[config.mk]
export PLATFORM = sky130hd
export DESIGN_NAME = rv_core
export DESIGN_NICKNAME = d
export VERILOG_FILES = /design/src/common/rv_isa_pkg.sv /design/src/common/rv_core_pkg.sv /design/src/logic/rv_core.sv /design/src/logic/rv_pc_control.sv /design/src/execute/rv_branch_unit.sv /design/src/execute/rv_alu.sv /design/src/logic/rv_regfile.sv /design/src/logic/rv_decoder.sv
export VERILOG_INCLUDE_DIRS = /design/src /design/src/common
export SDC_FILE = /design/constraint.sdc
export NUM_CORES = 2
export LEC_CHECK = 0
export BUFFER_PORTS_ARGS = -buffer_cell sky130_fd_sc_hd__clkbuf_2
export CORE_MARGIN = 5
export CORE_UTILIZATION = 40
export CTS_CLUSTER_DIAMETER = 50
export DETAILED_ROUTE_END_ITERATION = 10
export SYNTH_ARGS = -nofsm -noshare
export SYNTH_HDL_FRONTEND = slang
export SYNTH_HIERARCHICAL = 1
export SYNTH_SLANG_ARGS = --single-unit
export TNS_END_PERCENT = 10
[constraint.sdc]
create_clock -name clk -period 7.44 [get_ports clk]
set_input_delay 1.116 -clock clk [delete_from_list [all_inputs] [get_ports clk]]
set_output_delay 1.116 -clock clk [all_outputs]
set_load 0.1 [all_outputs]
[src/common/rv_consts.svh]
`ifndef RV_CONSTS_SVH
`define RV_CONSTS_SVH

// Register and datapath width
`define RV_XLEN 32

// Register file geometry
`define RV_NUM_REGS 32
`define RV_REG_IDX_W 5

// Major opcode field, insn[6:0]
`define RV_OPCODE_W 7

// Sequential PC increment in bytes
`define RV_INSN_STEP 4

`define RV_RESET_PC 32'h0000_0000  // First fetch address

`endif
[src/common/rv_isa_pkg.sv]
`include "rv_consts.svh"

package rv_isa_pkg;

  typedef logic [`RV_XLEN-1:0] word_t;
  typedef logic [`RV_REG_IDX_W-1:0] reg_idx_t;
  typedef logic [31:0] insn_t;  // RV32I encodings are always 32 bits
  typedef logic [2:0] funct3_t;
  typedef logic [6:0] funct7_t;

  // Major opcodes of the base ISA
  typedef enum logic [`RV_OPCODE_W-1:0] {
    OPC_LOAD     = 7'b00_000_11,
    OPC_STORE    = 7'b01_000_11,
    OPC_BRANCH   = 7'b11_000_11,
    OPC_JALR     = 7'b11_001_11,
    OPC_MISC_MEM = 7'b00_011_11,
    OPC_JAL      = 7'b11_011_11,
    OPC_OP_IMM   = 7'b00_100_11,
    OPC_OP       = 7'b01_100_11,
    OPC_SYSTEM   = 7'b11_100_11,
    OPC_AUIPC    = 7'b00_101_11,
    OPC_LUI      = 7'b01_101_11
  } opcode_e;

  // Arithmetic funct3, shared by OP and OP_IMM
  localparam funct3_t F3_ADD  = 3'b000;
  localparam funct3_t F3_SLL  = 3'b001;
  localparam funct3_t F3_SLT  = 3'b010;
  localparam funct3_t F3_SLTU = 3'b011;
  localparam funct3_t F3_XOR  = 3'b100;
  localparam funct3_t F3_SR   = 3'b101;  // SRL or SRA, picked by funct7
  localparam funct3_t F3_OR   = 3'b110;
  localparam funct3_t F3_AND  = 3'b111;

  // Branch conditions
  localparam funct3_t F3_BEQ  = 3'b000;
  localparam funct3_t F3_BNE  = 3'b001;
  localparam funct3_t F3_BLT  = 3'b100;
  localparam funct3_t F3_BGE  = 3'b101;
  localparam funct3_t F3_BLTU = 3'b110;
  localparam funct3_t F3_BGEU = 3'b111;

  localparam funct7_t F7_BASE = 7'b000_0000;
  localparam funct7_t F7_ALT  = 7'b010_0000;  // SUB, SRA, SRAI

endpackage

[src/common/rv_core_pkg.sv]
`include "rv_consts.svh"

package rv_core_pkg;

  import rv_isa_pkg::*;

  typedef enum logic [3:0] {
    ALU_ADD,
    ALU_SUB,
    ALU_SLL,
    ALU_SLT,
    ALU_SLTU,
    ALU_XOR,
    ALU_SRL,
    ALU_SRA,
    ALU_OR,
    ALU_AND,
    ALU_PASS_B,  // LUI
    ALU_PC_ADD   // AUIPC
  } alu_op_e;

  typedef enum logic [1:0] {
    BR_NONE,
    BR_COND,
    BR_JAL,
    BR_JALR
  } br_kind_e;

  typedef struct packed {
    reg_idx_t rd;
    reg_idx_t rs1;
    reg_idx_t rs2;
    word_t    imm;
    alu_op_e  alu_op;
    logic     use_imm;   // Operand B from imm instead of rs2
    logic     rd_we;
    logic     is_halt;   // ECALL
    br_kind_e br_kind;
    funct3_t  cond;
  } decoded_t;

  typedef struct packed {
    word_t result;
  } alu_out_t;

  typedef struct packed {
    logic  redirect;
    word_t target;
    word_t link;
  } br_out_t;

  // One record per retired instruction
  typedef struct packed {
    logic     valid;
    word_t    pc;
    reg_idx_t rd;
    logic     rd_we;
    word_t    rd_data;
    word_t    next_pc;
  } retire_t;

  typedef enum logic {
    ST_RUN,
    ST_HALTED
  } core_state_e;

endpackage

[src/logic/rv_core.sv]
`timescale 1ns/1ns

module rv_core
  import rv_isa_pkg::*;
  import rv_core_pkg::*;
(
  input  logic    clk,
  input  logic    rst,
  input  logic    insn_valid,
  output logic    insn_ready,
  input  insn_t   insn,
  output word_t   pc_to_imem,
  output retire_t retire,
  output logic    halt
);

  decoded_t dec;
  word_t    rs1_data;
  word_t    rs2_data;
  alu_out_t alu_out;
  br_out_t  br_out;
  logic     wr_en;
  reg_idx_t wr_idx;
  word_t    wr_data;

  rv_decoder u_decoder (
    .insn (insn),
    .dec  (dec)
  );

  rv_regfile u_regfile (
    .clk      (clk),
    .rst      (rst),
    .rs1_idx  (dec.rs1),
    .rs2_idx  (dec.rs2),
    .rs1_data (rs1_data),
    .rs2_data (rs2_data),
    .wr_en    (wr_en),
    .wr_idx   (wr_idx),
    .wr_data  (wr_data)
  );

  // ALU and branch unit see the same operands in parallel
  rv_alu u_alu (
    .dec      (dec),
    .rs1_data (rs1_data),
    .rs2_data (rs2_data),
    .pc       (pc_to_imem),
    .alu_out  (alu_out)
  );

  rv_branch_unit u_branch (
    .dec      (dec),
    .rs1_data (rs1_data),
    .rs2_data (rs2_data),
    .pc       (pc_to_imem),
    .br_out   (br_out)
  );

  rv_pc_control u_pc_control (
    .clk        (clk),
    .rst        (rst),
    .insn_valid (insn_valid),
    .insn_ready (insn_ready),
    .dec        (dec),
    .alu_out    (alu_out),
    .br_out     (br_out),
    .pc         (pc_to_imem),  // Current PC doubles as the fetch address
    .wr_en      (wr_en),
    .wr_idx     (wr_idx),
    .wr_data    (wr_data),
    .retire     (retire),
    .halt       (halt)
  );

endmodule

[src/logic/rv_pc_control.sv]
`timescale 1ns/1ns

`include "rv_consts.svh"

module rv_pc_control
  import rv_isa_pkg::*;
  import rv_core_pkg::*;
(
  input  logic     clk,
  input  logic     rst,
  input  logic     insn_valid,
  output logic     insn_ready,
  input  decoded_t dec,
  input  alu_out_t alu_out,
  input  br_out_t  br_out,
  output word_t    pc,
  output logic     wr_en,
  output reg_idx_t wr_idx,
  output word_t    wr_data,
  output retire_t  retire,
  output logic     halt
);

  core_state_e state;
  logic        accept;
  word_t       next_pc;
  word_t       wb_data;

  assign insn_ready = (state == ST_RUN);
  assign halt       = (state == ST_HALTED);
  assign accept     = insn_valid && insn_ready;

  // Jumps write the link, all else the ALU result
  assign wb_data = (dec.br_kind inside {BR_JAL, BR_JALR}) ? br_out.link : alu_out.result;
  assign next_pc = br_out.redirect ? br_out.target : pc + `RV_INSN_STEP;

  assign wr_en   = accept && dec.rd_we;
  assign wr_idx  = dec.rd;
  assign wr_data = wb_data;

  always_ff @(posedge clk) begin
    if (rst) begin
      pc           <= `RV_RESET_PC;
      state        <= ST_RUN;
      retire.valid <= 1'b0;
    end else begin
      retire.valid <= accept;  // One cycle per accepted instruction
      if (accept) begin
        pc             <= next_pc;
        retire.pc      <= pc;
        retire.rd      <= dec.rd;
        retire.rd_we   <= dec.rd_we;
        retire.rd_data <= wb_data;
        retire.next_pc <= next_pc;
        if (dec.is_halt)
          state <= ST_HALTED;  // Sticky until reset
      end
    end
  end

  // Once halted the core never leaves HALTED and never retires again
  a_halt_sticky: assert property (@(posedge clk) disable iff (rst)
    (state == ST_HALTED) |=> (state == ST_HALTED) && !retire.valid);

  a_pc_even: assert property (@(posedge clk) disable iff (rst) !pc[0]);

endmodule

[src/execute/rv_branch_unit.sv]
`timescale 1ns/1ns

`include "rv_consts.svh"

module rv_branch_unit
  import rv_isa_pkg::*;
  import rv_core_pkg::*;
(
  input  decoded_t dec,
  input  word_t    rs1_data,
  input  word_t    rs2_data,
  input  word_t    pc,
  output br_out_t  br_out
);

  logic  taken;
  word_t base;
  word_t sum;

  always_comb begin
    case (dec.cond)
      F3_BEQ:  taken = (rs1_data == rs2_data);
      F3_BNE:  taken = (rs1_data != rs2_data);
      F3_BLT:  taken = ($signed(rs1_data) < $signed(rs2_data));
      F3_BGE:  taken = ($signed(rs1_data) >= $signed(rs2_data));
      F3_BLTU: taken = (rs1_data < rs2_data);
      F3_BGEU: taken = (rs1_data >= rs2_data);
      default: taken = 1'b0;
    endcase
  end

  // JALR is register relative, everything else PC relative
  assign base = (dec.br_kind == BR_JALR) ? rs1_data : pc;
  assign sum  = base + dec.imm;

  assign br_out.target = (dec.br_kind == BR_JALR) ? {sum[`RV_XLEN-1:1], 1'b0} : sum;
  assign br_out.link   = pc + `RV_INSN_STEP;

  always_comb begin
    case (dec.br_kind)
      BR_COND: br_out.redirect = taken;
      BR_JAL,
      BR_JALR: br_out.redirect = 1'b1;
      default: br_out.redirect = 1'b0;
    endcase
  end

endmodule

[src/execute/rv_alu.sv]
`timescale 1ns/1ns

module rv_alu
  import rv_isa_pkg::*;
  import rv_core_pkg::*;
(
  input  decoded_t dec,
  input  word_t    rs1_data,
  input  word_t    rs2_data,
  input  word_t    pc,
  output alu_out_t alu_out
);

  word_t      op_b;
  logic [4:0] shamt;

  assign op_b  = dec.use_imm ? dec.imm : rs2_data;
  assign shamt = op_b[4:0];  // Only the low 5 bits shift a 32-bit word

  always_comb begin
    case (dec.alu_op)
      ALU_ADD:    alu_out.result = rs1_data + op_b;
      ALU_SUB:    alu_out.result = rs1_data - op_b;
      ALU_SLL:    alu_out.result = rs1_data << shamt;
      ALU_SLT:    alu_out.result = word_t'($signed(rs1_data) < $signed(op_b));
      ALU_SLTU:   alu_out.result = word_t'(rs1_data < op_b);
      ALU_XOR:    alu_out.result = rs1_data ^ op_b;
      ALU_SRL:    alu_out.result = rs1_data >> shamt;
      ALU_SRA:    alu_out.result = $signed(rs1_data) >>> shamt;
      ALU_OR:     alu_out.result = rs1_data | op_b;
      ALU_AND:    alu_out.result = rs1_data & op_b;
      ALU_PASS_B: alu_out.result = op_b;       // LUI
      ALU_PC_ADD: alu_out.result = pc + op_b;  // AUIPC
      default:    alu_out.result = '0;
    endcase
  end

endmodule

[src/logic/rv_regfile.sv]
`timescale 1ns/1ns

`include "rv_consts.svh"

module rv_regfile
  import rv_isa_pkg::*;
(
  input  logic     clk,
  input  logic     rst,
  input  reg_idx_t rs1_idx,
  input  reg_idx_t rs2_idx,
  output word_t    rs1_data,
  output word_t    rs2_data,
  input  logic     wr_en,
  input  reg_idx_t wr_idx,
  input  word_t    wr_data
);

  word_t regs [`RV_NUM_REGS];

  always_ff @(posedge clk) begin
    if (rst) begin
      for (int i = 0; i < `RV_NUM_REGS; i++) begin
        regs[i] <= '0;
      end
    end else if (wr_en && wr_idx != '0) begin  // x0 is never written
      regs[wr_idx] <= wr_data;
    end
  end

  // Combinational reads, x0 comes back as its cleared entry
  assign rs1_data = regs[rs1_idx];
  assign rs2_data = regs[rs2_idx];

  a_x0_zero: assert property (@(posedge clk) disable iff (rst) regs[0] == '0);

endmodule

[src/logic/rv_decoder.sv]
`timescale 1ns/1ns

module rv_decoder
  import rv_isa_pkg::*;
  import rv_core_pkg::*;
(
  input  insn_t    insn,
  output decoded_t dec
);

  opcode_e opcode;
  funct3_t funct3;
  funct7_t funct7;
  word_t   imm_i;
  word_t   imm_b;
  word_t   imm_j;
  word_t   imm_u;
  logic    is_shift;
  logic    alt_ok;

  function automatic alu_op_e arith_op(funct3_t f3, logic alt);
    alu_op_e op;
    op = ALU_ADD;
    case (f3)
      F3_ADD:  op = alt ? ALU_SUB : ALU_ADD;
      F3_SLL:  op = ALU_SLL;
      F3_SLT:  op = ALU_SLT;
      F3_SLTU: op = ALU_SLTU;
      F3_XOR:  op = ALU_XOR;
      F3_SR:   op = alt ? ALU_SRA : ALU_SRL;
      F3_OR:   op = ALU_OR;
      F3_AND:  op = ALU_AND;
      default: op = ALU_ADD;
    endcase
    return op;
  endfunction

  assign opcode = opcode_e'(insn[6:0]);
  assign funct3 = insn[14:12];
  assign funct7 = insn[31:25];

  // Immediates, all sign-extended from insn[31]
  assign imm_i = {{20{insn[31]}}, insn[31:20]};
  assign imm_b = {{20{insn[31]}}, insn[7], insn[30:25], insn[11:8], 1'b0};
  assign imm_j = {{12{insn[31]}}, insn[19:12], insn[20], insn[30:21], 1'b0};
  assign imm_u = {insn[31:12], 12'b0};

  assign is_shift = (funct3 == F3_SLL) || (funct3 == F3_SR);
  // ADDI has no alternate form, its funct7 bits belong to the immediate
  assign alt_ok = (funct7 == F7_ALT) &&
                  ((funct3 == F3_SR) || (funct3 == F3_ADD && opcode == OPC_OP));

  always_comb begin
    dec         = '0;
    dec.rd      = insn[11:7];
    dec.rs1     = insn[19:15];
    dec.rs2     = insn[24:20];
    dec.cond    = funct3;
    dec.alu_op  = ALU_ADD;
    dec.br_kind = BR_NONE;
    case (opcode)
      OPC_LUI: begin
        dec.imm     = imm_u;
        dec.alu_op  = ALU_PASS_B;
        dec.use_imm = 1'b1;
        dec.rd_we   = 1'b1;
      end
      OPC_AUIPC: begin
        dec.imm     = imm_u;
        dec.alu_op  = ALU_PC_ADD;
        dec.use_imm = 1'b1;
        dec.rd_we   = 1'b1;
      end
      OPC_OP_IMM: begin
        dec.imm     = imm_i;
        dec.use_imm = 1'b1;
        dec.alu_op  = arith_op(funct3, alt_ok);
        dec.rd_we   = !is_shift || (funct7 == F7_BASE) || alt_ok;
      end
      OPC_OP: begin
        dec.alu_op = arith_op(funct3, alt_ok);
        dec.rd_we  = (funct7 == F7_BASE) || alt_ok;  // M extension falls out here
      end
      OPC_BRANCH: begin
        dec.imm = imm_b;
        if (funct3 inside {F3_BEQ, F3_BNE, F3_BLT, F3_BGE, F3_BLTU, F3_BGEU})
          dec.br_kind = BR_COND;
      end
      OPC_JAL: begin
        dec.imm     = imm_j;
        dec.br_kind = BR_JAL;
        dec.rd_we   = 1'b1;
      end
      OPC_JALR: begin
        dec.imm     = imm_i;
        dec.use_imm = 1'b1;
        if (funct3 == '0) begin
          dec.br_kind = BR_JALR;
          dec.rd_we   = 1'b1;
        end
      end
      OPC_SYSTEM: dec.is_halt = (insn[31:7] == '0);  // ECALL only
      default: ;  // Loads, stores, fences retire as no-ops
    endcase
  end

endmodule

==> out/results.ini <==
[clock_network]
hold_buffers=0
cts_setup_buffers=0
clkTransAtPathRegs_ps=60
numCtsBuffers=143
htree_levels=4
clkSinkCount=1160
cts_tree=yes
ctsLongestPathBuffers=3
cts_resized=0
insertion_delay_ps=820
cts-root-buf=clkbuf_16

[timing]
tightest_slew_ps=1340
tns_ps=0
rsz0062_at_grt=false
max_freq_mhz=144
fin_skew_ps=51.9
hold_viol=0
report.final.setup_viol=0
maxSlewHeadroom_pct=10.8
period_needed_ps=6970
fin_crit_sh_pct=93.6
drv_slew=0
setup_ws_ps=475

[global_route]
grt_start_max_net_pins=105
grt_first_pass_wirelength_mm=453
grt_antenna_before_repair=20
grt_usage_pct=31.5
grt_pass1_vias=60538
overflow=0

[place]
place_congestion=1.06
dp_hpwl_mm=227
port-buffer-count=171
place_ws_ps=-22.6

[synth]
async_flop_share_pct=0
yosysUniqueCellTypes=109
yosys_warnings=6
syn_avg_cell_area_um2=10.7
syn_area_mm2=0.0762
synth_edf_count=1126
ys_seq_elements=1160
synthFlopType=edfxtp_1
synth-seq-area-share_pct=45.3
netlist_instances=7105

[floorplanning]
start_util_pct=40.1
num_rows=160
die_y_um=446
dieArea_mm2=0.199
ioPinCount=172
coreArea_mm2=0.190
fp.dieW_um=446

[power]
p_sw_mw=7.65
power_density_mw_per_mm2=241
clkPwrFrac_pct=33.1
vdd_drop_max_mv=0.234
power.leakage_nw=36.5
p_seq_share_pct=35.7
power_frac_comb_pct=31.2
switching_share_pct=36.1
p_int_mw=13.6

[worst_setup_path]
crit_top_cell=buf_4
cpPeakStageDelay_ps=660
cp_top_family=compound AO/OA/AOI/OAI gates
crit_fanout=32
slowest_stage=a2111oi_0
cp-end-kind=register
path_cells=clkbuf_2 > and2_4 > buf_12 > a21oi_1 > a31oi_1 > nand3_1 > mux2i_1 > buf_4 > ha_1 > nor4_1 > buf_4 > nand2_1 > a31oi_1 > o41ai_2 > buf_4 > a21oi_1 > buf_4 > o211ai_1 > a2111oi_0 > buf_4 > o221ai_1 > mux2_2 > buf_12 > and2_1
critPathLaunchType=input pin
critPathBufInv=8
criticalPathCategory=in -> reg
critPathRequiredTime_ps=7980
crit_arrival_ps=7510

[detailed_routing]
drc=0
wire_per_inst_um=32.3
dr_total_vias=63467
drt_first_iter_violations=8500
vias_per_cell=6.27
detail_route.first_pass.iterations=7
finalWirelength_mm=327
ant_nets=0

[outcome]
status=finished clean

[cells_and_area]
fin_nets=7711
drive_above_1_share_pct=16.9
area_growth_pct=15.5
most-common-layout-cells=1143 x mux2i_1, 1126 x edfxtp_1, 1013 x and2_1, 552 x buf_4, 399 x nand2_1
num-fill-cells=17378
final_common_cell=mux2i_1

[min_path]
hp-class=reg -> reg

[run]
max_cap_violations=0

==> per-layer routing <==
| layer | vias up | part of all wire [%] | global-route usage, % |
|---|---|---|---|
| li1 | 26954 | - | - |
| met1 | 31657 | 40 | 42.1 |
| met2 | 4115 | 44 | 49.2 |
| met3 | 739 | 11 | 7.12 |
| met4 | 2 | 5.0 | 13.8 |
| met5 | - | 0.0031 | 0.0244 |
==> final timing paths <==
path | from | endpoint | slack (ps) | cells after the start
setup / recovery | insn[20] | u_regfile/regs[29][0]$_SDFFCE_PN0P_ | 470 | 24
hold / removal | u_pc_control/pc[4]$_SDFFE_PP0P_ | u_pc_control/pc[4]$_SDFFE_PP0P_ | 460 | 2
setup reg to reg | u_regfile/regs[7][9]$_SDFFCE_PN0P_ | u_regfile/regs[29][0]$_SDFFCE_PN0P_ | 1290 | 23
hold reg to reg | u_pc_control/pc[4]$_SDFFE_PP0P_ | u_pc_control/pc[4]$_SDFFE_PP0P_ | 460 | 2
==> worst register-to-register path: cells and delay by family, from the launching register on <==
family | cells | cell delay [ps]
adder cells (fa/ha/maj) | 1 | 260
buffers and inverters | 6 | 1150
AO/OA/AOI/OAI | 8 | 2250
multiplexers | 3 | 840
AND/OR/NAND/NOR | 5 | 1000
flip-flops | 1 | 390
==> Yosys cell counts, types with 20 or more instances <==
| library cell | number | area [um^2] |
|---|---|---|
| mux2i_1 | 1145 | 11500 |
| edfxtp_1 | 1126 | 33800 |
| and2_1 | 1015 | 6350 |
| nand2_1 | 399 | 1500 |
| a21oi_1 | 334 | 1670 |
| clkbuf_1 | 322 | 1210 |
| nand3_1 | 261 | 1310 |
| nor2_1 | 236 | 886 |
| a22oi_1 | 212 | 1590 |
| ha_1 | 199 | 2490 |
| inv_1 | 151 | 567 |
| a22o_1 | 138 | 1210 |
| mux2_2 | 133 | 1500 |
| buf_2 | 131 | 656 |
| o21ai_0 | 129 | 646 |
| nor3_1 | 124 | 621 |
| buf_4 | 89 | 668 |
| a31oi_1 | 87 | 544 |
| xnor2_1 | 82 | 718 |
| a21o_1 | 70 | 526 |
| xor2_1 | 43 | 377 |
| or2_2 | 42 | 263 |
| a211oi_1 | 37 | 278 |
| o211ai_1 | 36 | 270 |
| dfxtp_1 | 34 | 681 |
| o22ai_1 | 32 | 200 |
| nand2b_1 | 30 | 188 |
| nand4_1 | 30 | 188 |
| buf_1 | 29 | 109 |
| nor2b_1 | 27 | 169 |
| a221oi_1 | 25 | 219 |
| nor4_1 | 24 | 150 |
| o31ai_1 | 24 | 180 |
| o221ai_1 | 21 | 184 |
| buf_6 | 20 | 225 |
==> state kept, by name, indices dropped and copies added, names as in the netlist <==
signal,flops
u_regfile/regs,1024
u_pc_control/pc,32
u_pc_control/halt,1
u_pc_control/retire,103
==> kinds of logic (layout without fill, tap and decap cells) <==
| family | after synthesis | after routing | share of synthesized area, % |
|---|---|---|---|
| AOI/OAI and AO/OA | 1279 | 1279 | 11.5 |
| xor gates and xnor gates | 125 | 125 | 1.44 |
| adders and majority gates | 202 | 202 | 3.35 |
| buffers and inverters | 760 | 1207 | 4.65 |
| DFF | 1160 | 1160 | 45.3 |
| muxes | 1297 | 1297 | 17.6 |
| other | 1 | 59 | 0.00492 |
| and+or+nand+nor | 2281 | 2281 | 16.2 |
==> final cells by class <==
class                           count  area [um^2]  share of cell area [%]
Multi-Input combinational cell   5216        38500                    43.7
Clock buffer                      171         3750                    4.26
Timing Repair Buffer              799         6560                    7.45
Sequential cell                  1160        34500                    39.2
Antenna cell                       27         67.6                  0.0768
Inverter                          154          583                   0.662
Clock inverter                     83          952                    1.08
Tap cell                         2511         3140                    3.57
==> through the flow <==
stage	area (um^2)	hold WS, ps	utilization [%]	total power [mW]	instances
floorplan	76300	969	-	11.0	7136
global placement	83200	446	43.9	14.1	9839
detailed placement	83200	452	43.9	14.1	9840
CTS	87900	460	46.3	21.1	10094
global route	88000	488	46.3	21.8	10097
finish	88000	459	46.4	21.2	10121
==> power by group through the flow <==
stage          Sequential, mW  Combinational [mW]  Clock, mW
2_1_floorplan            7.99                3.04          0
3_3_place_gp             7.69                6.39          0
3_5_place_dp             7.70                6.41          0
4_1_cts                  7.57                6.43       7.11
5_1_grt                  7.60                6.81       7.39
6_report                 7.57                6.61       7.03
Note: power is estimated with default switching activity, not from simulation.
